**src/source/bram_params.svh**
```systemverilog
`ifndef BRAM_PARAMS_SVH
`define BRAM_PARAMS_SVH

// ---------------------------------------------------------------------------
// memory geometry.
// ---------------------------------------------------------------------------
`define MEM_ADDR_WIDTH 10
`define MEM_DATA_WIDTH 32
`define MEM_CHUNK      8
`define MEM_BE_WIDTH   (`MEM_DATA_WIDTH / `MEM_CHUNK)  // one enable per byte lane.
`define MEM_SIZE       1024

// second output register of the RAM, 1 adds a cycle of read latency.
`define MEM_PIPELINED  1

// response slots, which is also the number of credits handed out after reset.
`define RSP_DEPTH      4

`endif

```
**src/source/mem_ctrl_pkg.sv**
```systemverilog
`include "bram_params.svh"

package mem_ctrl_pkg;

   // number of credits the client can hold, 0 up to RSP_DEPTH.
   typedef logic [$clog2(`RSP_DEPTH + 1)-1:0] credit_t;

   // initial credits are issued in CR_INIT, one per cycle.
   typedef enum logic {
      CR_INIT,
      CR_RUN
   } credit_state_t;

endpackage

```
**src/source/credit_ctrl.sv**
```systemverilog
`timescale 1ns/1ps

module credit_ctrl #(
   parameter int DEPTH = 4
) (
   input  logic CLK,
   input  logic rst_n,
   input  logic req_valid,
   input  logic pop_done,
   output logic credit_return
);

   import mem_ctrl_pkg::*;

   credit_state_t state;
   credit_t       init_cnt;  // initial credits issued so far.
   credit_t       held;      // credits currently held by the client.

   // ------------------------------------------------------------------------
   // credit issue FSM.
   // ------------------------------------------------------------------------
   // credit_return is registered, so it stays low through reset and the
   // first credit shows up one cycle after rst_n is released.
   always_ff @(posedge CLK or negedge rst_n) begin
      if (!rst_n) begin
         state         <= CR_INIT;
         init_cnt      <= '0;
         credit_return <= 1'b0;
      end else begin
         case (state)
            CR_INIT: begin
               credit_return <= 1'b1;
               init_cnt      <= init_cnt + credit_t'(1);
               if (init_cnt == credit_t'(DEPTH - 1)) begin
                  state <= CR_RUN;  // all DEPTH credits are out.
               end
            end
            CR_RUN: begin
               credit_return <= pop_done;  // a freed slot goes back one cycle later.
            end
         endcase
      end
   end

   // ------------------------------------------------------------------------
   // client-side credit count.
   // ------------------------------------------------------------------------
   // the client sees a credit on the edge where credit_return is high, and
   // spends one on every edge where it has req_valid high.
   always_ff @(posedge CLK or negedge rst_n) begin
      if (!rst_n) begin
         held <= '0;
      end else begin
         held <= held + credit_t'(credit_return) - credit_t'(req_valid);
      end
   end

   a_req_needs_credit: assert property (
      @(posedge CLK) disable iff (!rst_n) req_valid |-> (held != '0)
   ) else $error("credit_ctrl: request issued without a credit.");

endmodule

```
**config.mk**
```make
export PLATFORM = sky130hd
export DESIGN_NAME = credit_ctrl
export DESIGN_NICKNAME = d
export VERILOG_FILES = /design/src/source/mem_ctrl_pkg.sv /design/src/source/credit_ctrl.sv
export VERILOG_INCLUDE_DIRS = /design/src /design/src/source
export SDC_FILE = /design/constraint.sdc
export NUM_CORES = 1
export LEC_CHECK = 0
export BUFFER_PORTS_ARGS = -buffer_cell sky130_fd_sc_hd__buf_2
export CORE_AREA = 10 10 47 49
export CTS_CLUSTER_SIZE = 24
export DETAILED_ROUTE_END_ITERATION = 12
export DIE_AREA = 0 0 57 59
export PLACE_DENSITY = 0.3
export RECOVER_POWER = 50
export SYNTH_ARGS = -nofsm -noshare
export SYNTH_HDL_FRONTEND = slang
export SYNTH_SLANG_ARGS = --single-unit
```
**constraint.sdc**
```tcl
create_clock -name CLK -period 1.1 [get_ports CLK]
set_input_delay 0.165 -clock CLK [delete_from_list [all_inputs] [get_ports CLK]]
set_output_delay 0.165 -clock CLK [all_outputs]
set_load 0.005 [all_outputs]
```
# After elaboration in Yosys (flattened, before gate mapping)
# Index checks and enable logic that the tools add are counted.
totals:
  elab_cells: 9
  romBits: 0
  latch_bits: 0
  register_bits: 5
  in_bits: 4
  mem_count: 0
  ramBits: 0
op_classes:
  eq_ne: 1
  add_sub_neg: 1
  div: 0
  reduce_logical: 0
  mul: 0
  bitwise_logic: 1
  n_lt_le_gt_ge: 0
  mux: 3
  n_shift: 0
ops:
  columns: ["op", "n"]
  rows:
  - ["3-bit by 1-bit adder with 3-bit output (second input constant)", 1]
  - ["3-bit by 2-bit equality test with 1-bit output (second input constant)", 1]
  - ["1-bit two-way mux", 2]
  - ["1-bit case mux with 2 select lines", 1]
  - ["1-bit inverter", 1]

# Depth between registers and ports, before layout
logic_depth:
  ltp_word: 3
  depth_mapped: 3
  ltp_nobuf: 3

# Least setup slack after synthesis
# Ideal clock, no wire load.
synth_path:
  path_type: "reg2reg"
  start: "register init_cnt[0]"
  end: "register state"
  stages_incl_launch_ff: 4
  required_ns: 0.976
  arrival_time_ns: 0.909
  slack_ns: 0.067
  cell_sequence: "dfrtp_1 > ha_1 > ha_1 > or2_1"
synth_via:
  elab_chain_cells: 3
synth_rtl:
  columns: ["item", "line", "rtl"]
  rows:
  - ["from (decl)", "credit_ctrl.sv:16", "credit_t init_cnt;"]
  - ["from (signal assigned)", "credit_ctrl.sv:33", "init_cnt <= init_cnt + credit_t'(1);"]
  - ["3-bit by 2-bit equality test with 1-bit output", "credit_ctrl.sv:34", "if (init_cnt == credit_t'(DEPTH - 1)) begin"]
  - ["1-bit two-way mux", "credit_ctrl.sv:34", null]
  - ["1-bit two-way mux", "credit_ctrl.sv:30", "case (state)"]
  - ["to (signal assigned)", "credit_ctrl.sv:26", "state <= CR_INIT;"]
  - ["to (signal assigned)", "credit_ctrl.sv:35", "state <= CR_RUN;"]
  - ["to (decl)", "credit_ctrl.sv:15", "credit_state_t state;"]
# Every way passes these cells.
# A chain may end at the register's enable or synchronous reset.

# Worst setup path after layout
# Ends and elaborated chain as after synthesis.

==> reports/results.md <==
| Result | Reported | Unit |
| --- | --- | --- |
| Clock transition at path regs | 0.04 | ns |
| Drt wl/cell | 9.28 | µm |
| Layout cells sized above 1 | 33.3 | % |
| Y dimension of the die | 59 | µm |
| Worst setup slack for register-to-register paths | 0.05 | ns |
| Vias in the first global route | 152 | - |
| Count of H-tree levels built during CTS | 1 | - |
| Part of the total power dissipated in sequential elements | 45.4 | % |
| Global-route wire length before repair | 614 | µm |
| Post-DP Area | 241 | µm² |
| Cell area after layout | 284 | µm² |
| Initial cell density of the core | 14.2 | % |
| Outcome | complete, no violations | - |
| Reg-to-reg startpoint | init_cnt[0] | - |
| Most frequent cells in the layout | sky130_fd_sc_hd__dfrtp_1 (5), sky130_fd_sc_hd__clkbuf_4 (3) | - |
| Vias after detailed routing | 132 | - |
| Hold EP | credit_return | - |
| Slew at the pin with the worst max-slew slack | 0.286 | ns |
| # diodes | 0 | - |
| Per-instance average area after synthesis | 14.2 | µm² |
| Area of the core | 1400 | µm² |
| Static leakage power | 0.153 | nW |
| DRT iter0 DRCs | 2 | - |
| Total Routed Length | 371 | µm |
| Power spent charging and discharging nets | 0.0816 | mW |
| Int Power | 0.330 | mW |
| Final number of hold-violating endpoints | 0 | - |
| I/O pin count | 5 | - |
| Number of buffers added by the clock tree synthesis step | 3 | - |
| Avg Vias per Cell | 3.30 | - |
| Clock group share of total power | 51.7 | % |
| Setup crit start | init_cnt[0] | - |
| Crit Path Class | flop to flop | - |
| Part of the power in combinational logic | 2.9 | % |
| Reg2Reg Depth | 3 | - |
| Data arrival time of the critical path | 1.18 | ns |
| Power Density | 1450 | nW/µm² |
| Endpoint of the worst register-to-register path | state | - |
| Weighted congestion at the end of routability-driven global placement | 0.633 | - |
| Worst hold path startpoint | pop_done | - |
| Post-synthesis sequential element count | 5 | - |
| Maximum number of pins on one net before global-route repair | 6 | - |
| First-pass detailed-route iteration total | 2 | - |
| Max Clk Rate | 955 | MHz |
| RSZ-0062 raised after global routing | false | - |
| Width of the die | 57 | µm |
| Final setup TNS | 0 | ns |
| GR Util All Layers | 2.90 | % |
| Post-Syn Area | 199 | µm² |
| Share of synthesized area occupied by flip-flops and latches | 62.9 | % |
| Number of design rule violations left after detail routing | 0 | - |
| Tcrit/Tclk final | 95.2 | % |
| Placed Cells incl. Taps | 34 | - |
| Clock skew | 0.00132 | ns |
| Most common cell after layout, fill and taps aside | sky130_fd_sc_hd__dfrtp_1 | - |
| Antenna violations before repair | 0 | - |
| Type of the worst min-delay path | input pin to flop | - |
| Area Overhead vs Synth | 42.8 | % |
| Sort of element at the start of the critical path | flop | - |
| Clock network latency to the later pin of the worst-skew pair | 0.24 | ns |
| Routed Antenna Nets | 0 | - |
| Standard-cell rows | 14 | - |
| Number of max-capacitance violations reported | 0 | - |
| Minimum period implied by the final worst setup slack | 1.05 | ns |
| Max Fanout on Critical Path | 2 | - |
| Clock sink count | 5 | - |
| Maximum root-to-sink buffer count | 2 | - |
| Number of distinct standard cells referenced by the synthesized netlist | 9 | - |
| Net switching share of the total power | 19.8 | % |
| Synth Warn # | 0 | - |
| Final cell count without fillers | 40 | - |
| Net total in the final layout | 31 | - |
| Worst-case headroom to the max-slew limit | 80.9 | % |
| Mapped Nets | 20 | - |
| Required time at the endpoint of the critical path | 1.23 | ns |
| TritonCTS clock tree | yes | - |
| Peak VDD IR | 0.643 | mV |
| Final number of setup-violating endpoints | 0 | - |
| Number of buffers added on ports | 3 | - |
| Die area | 3360 | µm² |
| Clock Tree Root | sky130_fd_sc_hd__clkbuf_4 | - |
| Worst hold stages | 2 | - |
| Endpoint kind of the worst setup timing path | flop | - |
| Overflow left after global routing | 0 | - |
| Fin. max-slew vios | 0 | - |
| Gate count after technology mapping | 14 | - |
| Total of fill cells in the finished design | 168 | - |
-- metrics by stage --
step | hold WS (ns) | utilization, % | total power, mW | worst slack [ns]
2_1_floorplan | -0.131 | - | 0.191 | 0.0665
3_3_place_gp | -0.0120 | 17.2 | 0.200 | 0.0329
3_5_place_dp | -0.00762 | 17.2 | 0.200 | 0.00493
4_1_cts | 0.110 | 19.8 | 0.428 | 0.0252
5_1_grt | 0.0974 | 20.3 | 0.449 | 0.0000457
6_report | 0.115 | 20.3 | 0.412 | 0.0531
-- cells by family (layout without fill, tap and decap cells) --
logic type	after synthesis	after routing	share of synthesized area [%]
flops	5	5	62.9
simple gates	3	3	8.18
fa+ha+maj	2	2	12.6
compound gates	1	1	2.51
xor+xnor	1	1	4.40
mux	1	1	7.54
buf+inv	1	11	1.88
-- what timing repair did --
action	CTS	global route
hold endpoints to repair	5	0
hold buffers	1	0
setup buffers	0	1
pin swaps	0	0
setup endpoints to repair	1	2
gates resized for setup	1	0
-- Yosys cell counts, drive strengths merged --
master / n / share of area [%]
ha: 2 / 13
nand2b: 1 / 3.1
dfrtp: 5 / 63
mux2: 1 / 7.5
o21ai: 1 / 2.5
or2: 1 / 3.1
inv: 1 / 1.9
nand2: 1 / 1.9
xnor2: 1 / 4.4
-- layer usage --
metal  global-route usage (%)  share of wire [%]
met3                     4.72                 15
met1                     2.39                 43
met2                     2.95                 38
met4                     2.01                3.5
met5                        0                  0
-- power groups by stage --
stage               clock [mW]  sequential (mW)  combinational (mW)
floorplan                    0            0.190             0.00120
global placement             0            0.189              0.0104
detailed placement           0            0.189              0.0106
CTS                      0.228            0.187              0.0136
global route             0.248            0.186              0.0138
finish                   0.213            0.187              0.0121
-- worst max-delay path by stage --
stage                   to  slack, ns  depth (start not counted)
2_1_floorplan        state       0.07                          3
3_3_place_gp         state       0.03                          3
3_5_place_dp   init_cnt[2]      0.005                          3
4_1_cts              state       0.03                          3
5_1_grt              state    0.00005                          3
6_report             state       0.05                          3
-- flip-flops by register name (all words and copies together) (netlist names) --
name           flops
init_cnt           3
state              1
credit_return      1
-- final cells by class --
cell class / instances / area, µm² / area share [%]
Sequential cell: 5 / 125 / 44.1
Multi-Input combinational cell: 8 / 70.1 / 24.7
Timing Repair Buffer: 6 / 38.8 / 13.7
Clock buffer: 4 / 26.3 / 9.25
Tap cell: 16 / 20.0 / 7.05
Inverter: 1 / 3.75 / 1.32
-- worst max-delay path, cell delays in order (launching register included) --
cell and delay, ns:
sky130_fd_sc_hd__dfrtp_1 0.37, sky130_fd_sc_hd__ha_1 0.20, sky130_fd_sc_hd__ha_1 0.16, sky130_fd_sc_hd__or2_1 0.19
Note: power is estimated with default switching activity, not from simulation.
