## config.mk

```make
export PLATFORM = sky130hd
export DESIGN_NAME = rsp_fifo
export DESIGN_NICKNAME = d
export VERILOG_FILES = /design/src/source/mem_data_pkg.sv /design/src/source/rsp_fifo.sv
export VERILOG_INCLUDE_DIRS = /design/src /design/src/source
export SDC_FILE = /design/constraint.sdc
export NUM_CORES = 1
export LEC_CHECK = 0
export BUFFER_PORTS_ARGS = -buffer_cell sky130_fd_sc_hd__buf_4
export CORE_MARGIN = 4
export CORE_UTILIZATION = 48
export CTS_BUF_LIST = sky130_fd_sc_hd__clkbuf_16
export DETAILED_ROUTE_END_ITERATION = 16
export PLACE_DENSITY = 0.75
export SYNTH_ARGS = -nofsm -noshare
export SYNTH_HDL_FRONTEND = slang
export SYNTH_SLANG_ARGS = --single-unit
```

## constraint.sdc

```tcl
create_clock -name CLK -period 3.37 [get_ports CLK]
set_clock_uncertainty 0.1 [all_clocks]
set_input_delay 0.1685 -clock CLK [delete_from_list [all_inputs] [get_ports CLK]]
set_output_delay 0.1685 -clock CLK [all_outputs]
set_load 0.05 [all_outputs]
```

## src/source/bram_params.svh

```systemverilog
`ifndef BRAM_PARAMS_SVH
`define BRAM_PARAMS_SVH

// ---------------------------------------------------------------------------
// memory geometry.
// ---------------------------------------------------------------------------
`define MEM_ADDR_WIDTH 10
`define MEM_DATA_WIDTH 32
`define MEM_CHUNK      8
`define MEM_BE_WIDTH   (`MEM_DATA_WIDTH / `MEM_CHUNK)  // one enable per byte lane.
`define MEM_SIZE       1024

// second output register of the RAM, 1 adds a cycle of read latency.
`define MEM_PIPELINED  1

// response slots, which is also the number of credits handed out after reset.
`define RSP_DEPTH      4

`endif

```

## src/source/mem_data_pkg.sv

```systemverilog
`include "bram_params.svh"

package mem_data_pkg;

   // ------------------------------------------------------------------------
   // data-path types shared by the access stage, the buffer and the top.
   // ------------------------------------------------------------------------

   // word address into the RAM.
   typedef logic [`MEM_ADDR_WIDTH-1:0] addr_t;

   // one memory word as stored and as returned to the client.
   typedef logic [`MEM_DATA_WIDTH-1:0] data_t;

   // byte-enable mask. An all-zero mask is a read.
   typedef logic [`MEM_BE_WIDTH-1:0]   be_t;

endpackage

```

## src/source/rsp_fifo.sv

```systemverilog
`timescale 1ns/1ps

module rsp_fifo #(
   parameter int DEPTH = 4
) (
   input  logic                CLK,
   input  logic                rst_n,
   input  logic                push,
   input  mem_data_pkg::data_t push_data,
   output logic                rsp_valid,
   output mem_data_pkg::data_t rsp_data,
   input  logic                rsp_ready,
   output logic                pop_done
);

   import mem_data_pkg::*;

   localparam int PTR_W = (DEPTH > 1) ? $clog2(DEPTH) : 1;
   localparam int CNT_W = $clog2(DEPTH + 1);

   data_t            mem [DEPTH];
   logic [PTR_W-1:0] wr_ptr;
   logic [PTR_W-1:0] rd_ptr;
   logic [CNT_W-1:0] count;
   logic             pop;

   // wrap at DEPTH so any slot count works, not only powers of two.
   function automatic logic [PTR_W-1:0] next_ptr(input logic [PTR_W-1:0] p);
      if (p == PTR_W'(DEPTH - 1)) begin
         return '0;
      end
      return p + PTR_W'(1);
   endfunction

   assign rsp_valid = (count != '0);
   assign rsp_data  = mem[rd_ptr];  // head of the buffer.
   assign pop       = rsp_valid && rsp_ready;
   assign pop_done  = pop;          // one pulse per transfer to the client.

   // storage.
   always_ff @(posedge CLK) begin
      if (push) begin
         mem[wr_ptr] <= push_data;
      end
   end

   // ------------------------------------------------------------------------
   // pointers and occupancy.
   // ------------------------------------------------------------------------
   always_ff @(posedge CLK or negedge rst_n) begin
      if (!rst_n) begin
         wr_ptr <= '0;
         rd_ptr <= '0;
         count  <= '0;
      end else begin
         if (push) begin
            wr_ptr <= next_ptr(wr_ptr);
         end
         if (pop) begin
            rd_ptr <= next_ptr(rd_ptr);
         end
         if (push && !pop) begin
            count <= count + CNT_W'(1);
         end else if (pop && !push) begin
            count <= count - CNT_W'(1);
         end
      end
   end

   // credits and slots are the same resource, so a full buffer never sees a
   // push as long as the client keeps to its credits.
   a_no_push_when_full: assert property (
      @(posedge CLK) disable iff (!rst_n) push |-> (count != CNT_W'(DEPTH))
   ) else $error("rsp_fifo: push while the response buffer is full.");

endmodule

```

Word level (Yosys, flattened, before mapping)
Memories as Yosys holds them, arrays and structs flattened.
Cells that the tools add are included.
{ "word_totals": {"reg_bits": 7, "ram_bits": 128, "memories": 1} }
{ "memory_table": {"columns": ["memory", "depth", "word_bits", "rd", "rd_ports_with_merged_regs", "write_ports", "line", "source"], "rows": [
  ["mem", 4, 32, 1, 0, 1, "rsp_fifo.sv:21", "data_t mem [DEPTH];"]
]} }
{ "classes": {"n_addsub": 4, "eq_ne": 2, "muxes": 12, "reduce_logical": 7} }
{ "ops": {"columns": ["op", "count"], "rows": [
  ["2-to-1 mux 2 bit", 4],
  ["2-to-1 mux 1 bit", 6],
  ["2-to-1 mux 3 bit", 2],
  ["adder 2 x 1 -> 2 bit (second input constant)", 2],
  ["equality test 2 bit (second input constant)", 2],
  ["adder 3 x 1 -> 3 bit (second input constant)", 1],
  ["logical AND 1 bit", 3],
  ["nonzero test 3 bit", 1],
  ["subtractor 3 x 1 -> 3 bit (second input constant)", 1],
  ["logical NOT 1 bit", 2],
  ["nonzero test 2 bit", 1]
]} }

Depth between registers and ports, before layout
Gate-level depths: netlist (run 1).
{ "logic_depth": {"word_depth": 5, "depth_mapped": 8, "ltp_nobuf": 8} }

Worst setup path after synthesis (run 1)
No wires, ideal clock.
{ "synth_path": {"path_type": "register to register", "from": "register count[0]", "to": "register count[2]", "setup_time_ns": 0.079, "arrival_time_ns": 1.996, "t_required_ns": 3.191, "path_slack_ns": 1.194, "path_stages_with_launch": 9, "period_less_slack_ns": 2.176, "cell_sequence": "dfrtp_1 > or3_4 > nand2_4 > ha_1 > inv_1 > fa_1 > xor2_1 > nor2_1 > xor2_1"} }
{ "synth_via": {"elab_chain_len": 5, "word_cells_on_any_way": 10} }
{ "synth_lines": {"columns": ["item", "line", "source"], "rows": [
  ["start, declared", "rsp_fifo.sv:24", "logic [CNT_W-1:0] count;"],
  ["start signal, assigned", "rsp_fifo.sv:63", "count <= count + CNT_W'(1);"],
  ["start signal, assigned", "rsp_fifo.sv:65", "count <= count - CNT_W'(1);"],
  ["nonzero test 3 bit *", "rsp_fifo.sv:35", "assign rsp_valid = (count != '0);"],
  ["via rsp_valid", "rsp_fifo.sv:10", "output logic rsp_valid,"],
  ["logical AND 1 bit *", "rsp_fifo.sv:37", "assign pop = rsp_valid && rsp_ready;"],
  ["logical NOT 1 bit", "rsp_fifo.sv:62", "if (push && !pop) begin"],
  ["logical AND 1 bit", "rsp_fifo.sv:62", null],
  ["2-to-1 mux 3 bit / nonzero test 2 bit (equally long branches)", null, null]
]} }
The timed path passes the listed nets; every way through them passes the cells marked *. The select of a mux whose other input is x is not followed.
A chain may end at the register's enable or synchronous reset.

Worst setup path in the final report (run 1)
{ "layout_path": {"from": "register rd_ptr[0]", "to": "output rsp_data[23]"} }
{ "layout_via": {"elab_chain_len": 1} }
{ "layout_lines": {"columns": ["item", "line", "source"], "rows": [
  ["start, declared", "rsp_fifo.sv:23", "logic [PTR_W-1:0] rd_ptr;"],
  ["start signal, assigned", "rsp_fifo.sv:60", "rd_ptr <= next_ptr(rd_ptr);"],
  ["memory read (4 x 32 bit)", null, null],
  ["end, declared", "rsp_fifo.sv:11", "output mem_data_pkg::data_t rsp_data,"]
]} }
No other way between the ends.

==> results of run 1 <==
cells by family after synthesis:
group,after synthesis,synth area share
adders and majority gates,7,0.0187
DFF,135,0.789
and+or+nand+nor,10,0.0125
muxes,35,0.151
buffers and inverters,13,0.0214
xor gates and xnor gates,3,0.00516
AOI/OAI and AO/OA,2,0.00197
registers in the layout, summed over array words and instances (netlist names):
signal	flops
wr_ptr	2
mem	128
count	3
rd_ptr	2
what timing repair did:
item,CTS,global route
buffers inserted,0,0
hold buffers,35,0
endpoints found under the hold margin,137,0
layout make-up:
cell class,count,area share
clock inverter,15,0.0316
inverter,5,0.00280
clock buffer,17,0.0635
tap,136,0.0254
sequential,135,0.600
multi-input combinational,57,0.145
timing repair buffer,106,0.132
cell usage in the layout, fill, tap and decap left out, types with 3 or more instances in the layout:
cell	synthesis	layout
sky130_fd_sc_hd__and2_2	0	4
sky130_fd_sc_hd__buf_4	0	71
sky130_fd_sc_hd__bufinv_16	0	5
sky130_fd_sc_hd__clkbuf_16	0	17
sky130_fd_sc_hd__clkinv_4	0	3
sky130_fd_sc_hd__dfrtp_1	7	5
sky130_fd_sc_hd__dlygate4sd3_1	0	35
sky130_fd_sc_hd__edfxtp_1	128	128
sky130_fd_sc_hd__ha_1	6	6
sky130_fd_sc_hd__inv_1	5	7
sky130_fd_sc_hd__mux2_2	3	3
sky130_fd_sc_hd__mux4_1	4	4
sky130_fd_sc_hd__mux4_2	28	28
power by group through the flow:
| stage | clock network, mW | registers, mW | logic [mW] |
|---|---|---|---|
| floorplan | 0 | 2.26 | 1.85 |
| global placement | 0 | 2.42 | 2.22 |
| detailed placement | 0 | 2.43 | 2.23 |
| CTS | 2.00 | 2.40 | 2.27 |
| global route | 2.07 | 2.43 | 2.36 |
| finish | 1.95 | 2.39 | 2.24 |
worst min-delay path, stage by stage:
cell and delay [ns]:
sky130_fd_sc_hd__buf_4 0.12, sky130_fd_sc_hd__nand2_4 0.07, sky130_fd_sc_hd__mux2_2 0.15
per-layer routing:
metal	global-route usage	vias up	wire (microns)
met2	0.252	72	4470
met3	0.0540	14	429
met1	0.193	1224	3760
met4	0.0640	0	164
li1	-	1097	-
met5	0	-	0
worst max path at each step:
stage	cells after the start	startpoint	slack [ns]	to
after global placement	3	rd_ptr[0]	1.23	rsp_data[23]
after CTS	3	rd_ptr[0]	0.78	rsp_data[24]
after global routing	3	rd_ptr[0]	0.72	rsp_data[6]
final	3	rd_ptr[0]	0.86	rsp_data[23]
after floorplan	8	count[0]	1.19	count[2]
after detailed placement	8	count[0]	1.21	count[2]
Yosys cell counts (all sizes together):
| master | instances | area, sq um |
|---|---|---|
| and2 | 4 | 25.0 |
| buf | 7 | 86.3 |
| clkbuf | 1 | 3.75 |
| dfrtp | 7 | 175 |
| edfxtp | 128 | 3840 |
| fa | 1 | 20.0 |
| ha | 6 | 75.1 |
| inv | 5 | 18.8 |
| mux2 | 3 | 33.8 |
| mux4 | 32 | 736 |
| nand2 | 2 | 15.0 |
| nand3 | 1 | 5.00 |
| nor2 | 2 | 7.51 |
| o21ai | 2 | 10.0 |
| or3 | 1 | 11.3 |
| xnor2 | 1 | 8.76 |
| xor2 | 2 | 17.5 |
through the flow:
step                      std cells  total power, mW  cell area [sq um]  utilization
after global routing            471             6.87               6700        0.649
final                           471             6.59               6700        0.649
after global placement          404             4.63               5710        0.553
after CTS                       471             6.67               6700        0.649
after detailed placement        404             4.66               5710        0.553
after floorplan                 205             4.11               5090            -
==> impl_results.rst, run 1 <==
.. list-table::
   :header-rows: 1

   * - Metric
     - Value
   * - Endpoint, Worst Hold
     - rd_ptr[0]
   * - Starting utilization of the core area
     - 0.493
   * - Cell area after technology mapping
     - 0.00509 sq mm
   * - Via total after detailed routing
     - 2407
   * - Number of endpoints failing setup at the final stage
     - 0
   * - Achievable frequency
     - 398 MHz
   * - Seq/Total Area, Yosys
     - 0.789
   * - Via density per instance
     - 5.11
   * - Distinct cell type count of the synthesized netlist
     - 21
   * - Maximum fanout encountered on the critical timing path
     - 20
   * - Worst slew slack as a fraction of its limit
     - 0.402
   * - Hold Fails Final Rpt
     - 0
   * - Reported max-cap violation count
     - 0
   * - Register-to-register setup slack
     - 1.22 ns
   * - VDD IR max
     - 0.470 mV
   * - Worst hold slack after final layout
     - 0.0251 ns
   * - PwrDens
     - 983 mW/mm^2
   * - Net count reported at finish
     - 365
   * - DP HPWL
     - 4850 microns
   * - Portion of the clock cycle consumed by the worst path in the final layout
     - 0.745
   * - Clock network fraction of design power
     - 0.297
   * - Static Leak
     - 2.40 nW
   * - Final critical path time including I/O delays and setup
     - 2.51 ns
   * - Sequential share of power
     - 0.363
   * - Routed wire length per instance
     - 18.7 microns
   * - Combined global-route utilization of all metal layers
     - 0.156
   * - Critical path launch point type
     - register
   * - Number of rows in the core area
     - 37
   * - Top delay family on crit path
     - flip-flops
   * - Endpoint class of the critical path
     - output port
   * - Master cell of the clock root buffer
     - sky130_fd_sc_hd__clkbuf_16
   * - Design internal power
     - 4.32 mW
   * - Avg Synthesized Cell Area
     - 24.8 sq um
   * - Library cell appearing most often on the critical path
     - sky130_fd_sc_hd__buf_4
   * - Combinational fraction of design power
     - 0.341
   * - Number of antenna violations at the first check in global routing
     - 0
   * - Setup repair after global routing missed its margin
     - no
   * - Number of placed I/O pins
     - 70
   * - Type of the worst setup path
     - register to output port
   * - Final-layout setup total negative slack
     - 0 ns
   * - Net Count, Synth
     - 248
   * - Worst Slack Setup Final
     - 0.858 ns
   * - Destination of the worst register-to-register timing path
     - count[2]
   * - CTS tree
     - done
   * - Via count of the first global-routing pass
     - 2685
   * - Clk_lat worst skew
     - 0.41 ns
   * - Number of DRC markers after the initial detailed-route iteration
     - 102
   * - Hold Path Cell Cnt
     - 3
   * - Count of state elements after synthesis
     - 135
   * - Net switching power figure
     - 2.27 mW
   * - Crit path max-delay cell type
     - sky130_fd_sc_hd__dfrtp_2
   * - Global route overflow
     - 0
   * - Run status
     - finished clean
   * - Hold Crit Start
     - rsp_ready
   * - Diode insertion count for antenna repair
     - 0
   * - CTS Buffer Depth
     - 2
   * - Mapped Cells
     - 205
   * - Depth of the worst register-to-register path
     - 8
   * - Remaining number of nets flagged by the antenna check after routing
     - 0
   * - Worst slack, placed
     - 1.21 ns
   * - Number of max-slew violations in the final report
     - 0
   * - Routability congestion estimate from global placement
     - 0.661
   * - Clock sinks
     - 135
   * - Chip Height
     - 111 microns
   * - Core outline area
     - 0.0103 sq mm
   * - Arrival time worst endpoint
     - 2.24 ns
   * - Switching Fraction
     - 0.344
   * - Measured slew at the worst slew-check pin
     - 0.898 ns
   * - WP data required
     - 3.10 ns
   * - Fraction of final layout cells with drive strength greater than 1
     - 0.412
   * - Number of filler cells placed in the layout
     - 681
   * - Buffers & Inverters on Critical Path
     - 2
   * - Die Span X
     - 111 microns
   * - Routed wire length
     - 8830 microns
   * - Delay of the slowest critical-path stage
     - 0.76 ns
   * - Area taken by flip-flops and latches
     - 0.00402 sq mm
   * - Warning count from the yosys run
     - 0
   * - Synthesis-to-finish area growth
     - 31.6%
   * - Pin count of the biggest net entering global routing
     - 35
   * - I/O Buffers
     - 69
   * - Startpoint of the lowest-slack register-to-register path
     - count[0]
   * - PostCTS Resize Cnt
     - 0
   * - Multi-input logic area
     - 970 sq um
   * - DRC violation count after routing
     - 0
   * - Clock slew at the register clock pins of the worst setup and hold paths
     - 0.06 ns
   * - Kind of path behind the tightest hold check
     - input port to register
   * - TritonCTS Buffers
     - 17
   * - Die Footprint
     - 0.0123 sq mm
   * - First-pass GRT wire length
     - 14400 microns
   * - Maximum level of the CTS H-tree
     - 4
   * - Worst-path cell chain
     - buf_4, mux4_2, buf_4
   * - Iteration count of the initial detailed-routing pass
     - 4
Note: power is estimated with default switching activity, not from simulation.
==> run 2, diff against run 1 <==
--- a/config.mk
+++ b/config.mk
@@ -11,7 +11,7 @@
 export CORE_UTILIZATION = 48
 export CTS_BUF_LIST = sky130_fd_sc_hd__clkbuf_16
 export DETAILED_ROUTE_END_ITERATION = 16
-export PLACE_DENSITY = 0.75
+export PLACE_DENSITY = 0.77
 export SYNTH_ARGS = -nofsm -noshare
 export SYNTH_HDL_FRONTEND = slang
 export SYNTH_SLANG_ARGS = --single-unit
==> constraint.sdc (replaced) <==
create_clock -name CLK -period 2.1 [get_ports CLK]
set_clock_uncertainty 0.1 [all_clocks]
set_input_delay 0.105 -clock CLK [delete_from_list [all_inputs] [get_ports CLK]]
set_output_delay 0.105 -clock CLK [all_outputs]
set_load 0.05 [all_outputs]
==> impl_results.rst, run 2 (synthesis gave the netlist of run 1 again) <==
.. list-table::
   :header-rows: 1

   * - Metric
     - Value
   * - Clk_lat worst skew
     - 0.40 ns (about the same)
   * - Number of max-slew violations in the final report
     - 0 (unchanged)
   * - Iteration count of the initial detailed-routing pass
     - 4 (unchanged)
   * - Kind of path behind the tightest hold check
     - input port to register
   * - Net count reported at finish
     - 384 (+5.2%)
   * - Worst Slack Setup Final
     - 0.0898 ns (-0.768 ns)
   * - Via count of the first global-routing pass
     - 2682 (-0.11%)
   * - DRC violation count after routing
     - 0 (unchanged)
   * - Setup repair after global routing missed its margin
     - yes
   * - PwrDens
     - 1550 mW/mm^2 (+58%)
   * - Routed wire length
     - 8860 microns (+0.40%)
   * - I/O Buffers
     - 69 (unchanged)
   * - Fraction of final layout cells with drive strength greater than 1
     - 0.458 (+0.0457)
   * - Via density per instance
     - 5.04 (-1.4%)
   * - Worst-path cell chain
     - or3_4, nand2_4, ha_4, inv_1, fa_2, xor2_1, nor2_1, xor2_1
   * - Master cell of the clock root buffer
     - sky130_fd_sc_hd__clkbuf_16
   * - Number of DRC markers after the initial detailed-route iteration
     - 156 (+53%)
   * - Die Span X
     - 111 microns (unchanged)
   * - Static Leak
     - 2.48 nW (+3.2%)
   * - TritonCTS Buffers
     - 17 (unchanged)
   * - Post-DP Area
     - 0.00583 sq mm (+2.0%)
   * - Core outline area
     - 0.0103 sq mm (unchanged)
   * - Final-layout setup total negative slack
     - 0 ns (unchanged)
   * - Cells after DPL
     - 416 (+3.0%)
   * - Endpoint, Worst Hold
     - mem[0][20]
   * - Number of standard cells in the final layout excluding fillers
     - 490 (+4.0%)
   * - Worst slack, placed
     - 0.0217 ns (-1.19 ns)
   * - Leading cell types in the layout, fill and taps excluded
     - sky130_fd_sc_hd__edfxtp_1, sky130_fd_sc_hd__buf_4, sky130_fd_sc_hd__dlygate4sd3_1, sky130_fd_sc_hd__mux4_2, sky130_fd_sc_hd__clkbuf_16
   * - Clock sinks
     - 135 (unchanged)
   * - Reported max-cap violation count
     - 0 (unchanged)
   * - Arrival time worst endpoint
     - 2.23 ns (about the same)
   * - Achievable frequency
     - 497 MHz
   * - WP data required
     - 2.32 ns (-0.78 ns)
   * - Final critical path time including I/O delays and setup
     - 2.01 ns
   * - VDD IR max
     - 0.981 mV (+110%)
   * - Type of the worst setup path
     - register to register
   * - Worst slew slack as a fraction of its limit
     - 0.776 (+0.375)
   * - Critical path launch point type
     - register
   * - Routability congestion estimate from global placement
     - 0.716 (+8.4%)
   * - Hold Path Cell Cnt
     - 2 (-1)
   * - Maximum level of the CTS H-tree
     - 4 (unchanged)
   * - CTS tree
     - done
   * - Leading cell type in the layout, fill and taps excluded
     - sky130_fd_sc_hd__edfxtp_1
   * - Largest registers
     - mem (128), count (3)
   * - DP HPWL
     - 5360 microns (+10%)
   * - Diode insertion count for antenna repair
     - 0 (unchanged)
   * - Measured slew at the worst slew-check pin
     - 0.334 ns (-0.563 ns)
   * - Hold Fails Final Rpt
     - 0 (unchanged)
   * - Crit path max-delay cell type
     - sky130_fd_sc_hd__or3_4
   * - Endpoint class of the critical path
     - register
   * - Starting utilization of the core area
     - 0.493 (unchanged)
   * - Top delay family on crit path
     - simple AND/OR/NAND/NOR gates
   * - Delay of the slowest critical-path stage
     - 0.41 ns (-0.35 ns)
   * - Synthesis-to-finish area growth
     - 34.3%
   * - Hold Crit Start
     - push_data[20]
   * - Startpoint of the lowest-slack register-to-register path
     - count[0]
   * - Via total after detailed routing
     - 2468 (+2.5%)
   * - Final design instance area without fill
     - 0.00684 sq mm (+2.1%)
   * - Worst hold slack after final layout
     - 0.343 ns (+0.317 ns)
   * - Remaining number of nets flagged by the antenna check after routing
     - 0 (unchanged)
   * - Register-to-register setup slack
     - 0.09 ns (-1.13 ns)
   * - Portion of the clock cycle consumed by the worst path in the final layout
     - 0.957
   * - Top reg by flops
     - mem
   * - Library cell appearing most often on the critical path
     - sky130_fd_sc_hd__xor2_1
   * - Total power of the final layout
     - 10.6 mW (+61%)
   * - Pin count of the biggest net entering global routing
     - 22 (-37%)
   * - Clock slew at the register clock pins of the worst setup and hold paths
     - 0.06 ns (about the same)
   * - Max reg flops
     - 128 (unchanged)
   * - Depth of the worst register-to-register path
     - 8 (unchanged)
   * - Number of antenna violations at the first check in global routing
     - 0 (unchanged)
   * - Die Footprint
     - 0.0123 sq mm (unchanged)
   * - Number of rows in the core area
     - 37 (unchanged)
   * - Maximum fanout encountered on the critical timing path
     - 3 (-85%)
   * - Run status
     - finished clean
   * - CTS Buffer Depth
     - 2 (unchanged)
   * - Combined global-route utilization of all metal layers
     - 0.155 (-0.00153)
   * - Buffers & Inverters on Critical Path
     - 1 (-1)
   * - Global route overflow
     - 0 (unchanged)
   * - Destination of the worst register-to-register timing path
     - count[2]
   * - Chip Height
     - 111 microns (unchanged)
   * - Routed wire length per instance
     - 18.1 microns (-3.5%)
   * - Number of endpoints failing setup at the final stage
     - 0 (unchanged)
   * - Number of placed I/O pins
     - 70 (unchanged)
   * - Post-Route Utilization
     - 0.662 (+0.0135)
   * - First-pass GRT wire length
     - 14500 microns (+0.43%)
==> run 2: where the power goes <==
| group | internal, mW | leakage, nW | switching (mW) |
|---|---|---|---|
| Combinational | 1.56 | 0.935 | 2.51 |
| Clock | 1.78 | 0.287 | 1.14 |
| Sequential | 3.47 | 1.26 | 0.133 |
| Total | 6.81 | 2.48 | 3.78 |
==> run 2: routing by layer <==
layer | vias up | routed length [microns] | track usage
li1 | 1134 | - | -
met3 | 13 | 423 | 0.0464
met4 | 0 | 109 | 0.0575
met1 | 1252 | 3660 | 0.194
met5 | - | 0 | 0
met2 | 69 | 4670 | 0.255
==> run 2: how the worst max path moves through the flow <==
stage                     depth (start not counted)  slack [ns]           to  startpoint
after CTS                                         3       0.005  rsp_data[0]   rd_ptr[0]
after global routing                              8       -0.03     count[2]    count[0]
after global placement                            8        0.09     count[2]    count[1]
after detailed placement                          8        0.02     count[2]    count[2]
final                                             8        0.09     count[2]    count[0]
after floorplan                                   8       0.005     count[2]    count[1]
==> run 2: area by class of cell <==
type / count / area [sq um]
clock buffers: 17 / 425
multi-input cells: 57 / 985
well taps: 136 / 170
repair buffers: 125 / 1050
flip-flops and latches: 135 / 4020
inverters: 5 / 18.8
clock inverters: 15 / 170
fillers: 669 / 3480
==> run 2: timing repair <==
item                                    4_1_cts  5_1_grt
endpoints found under the hold margin       139        0
resized for setup                             0        3
pin swaps                                     1        4
setup buffers                                 2        4
endpoints found under the setup margin        1       16
hold buffers                                 36        0
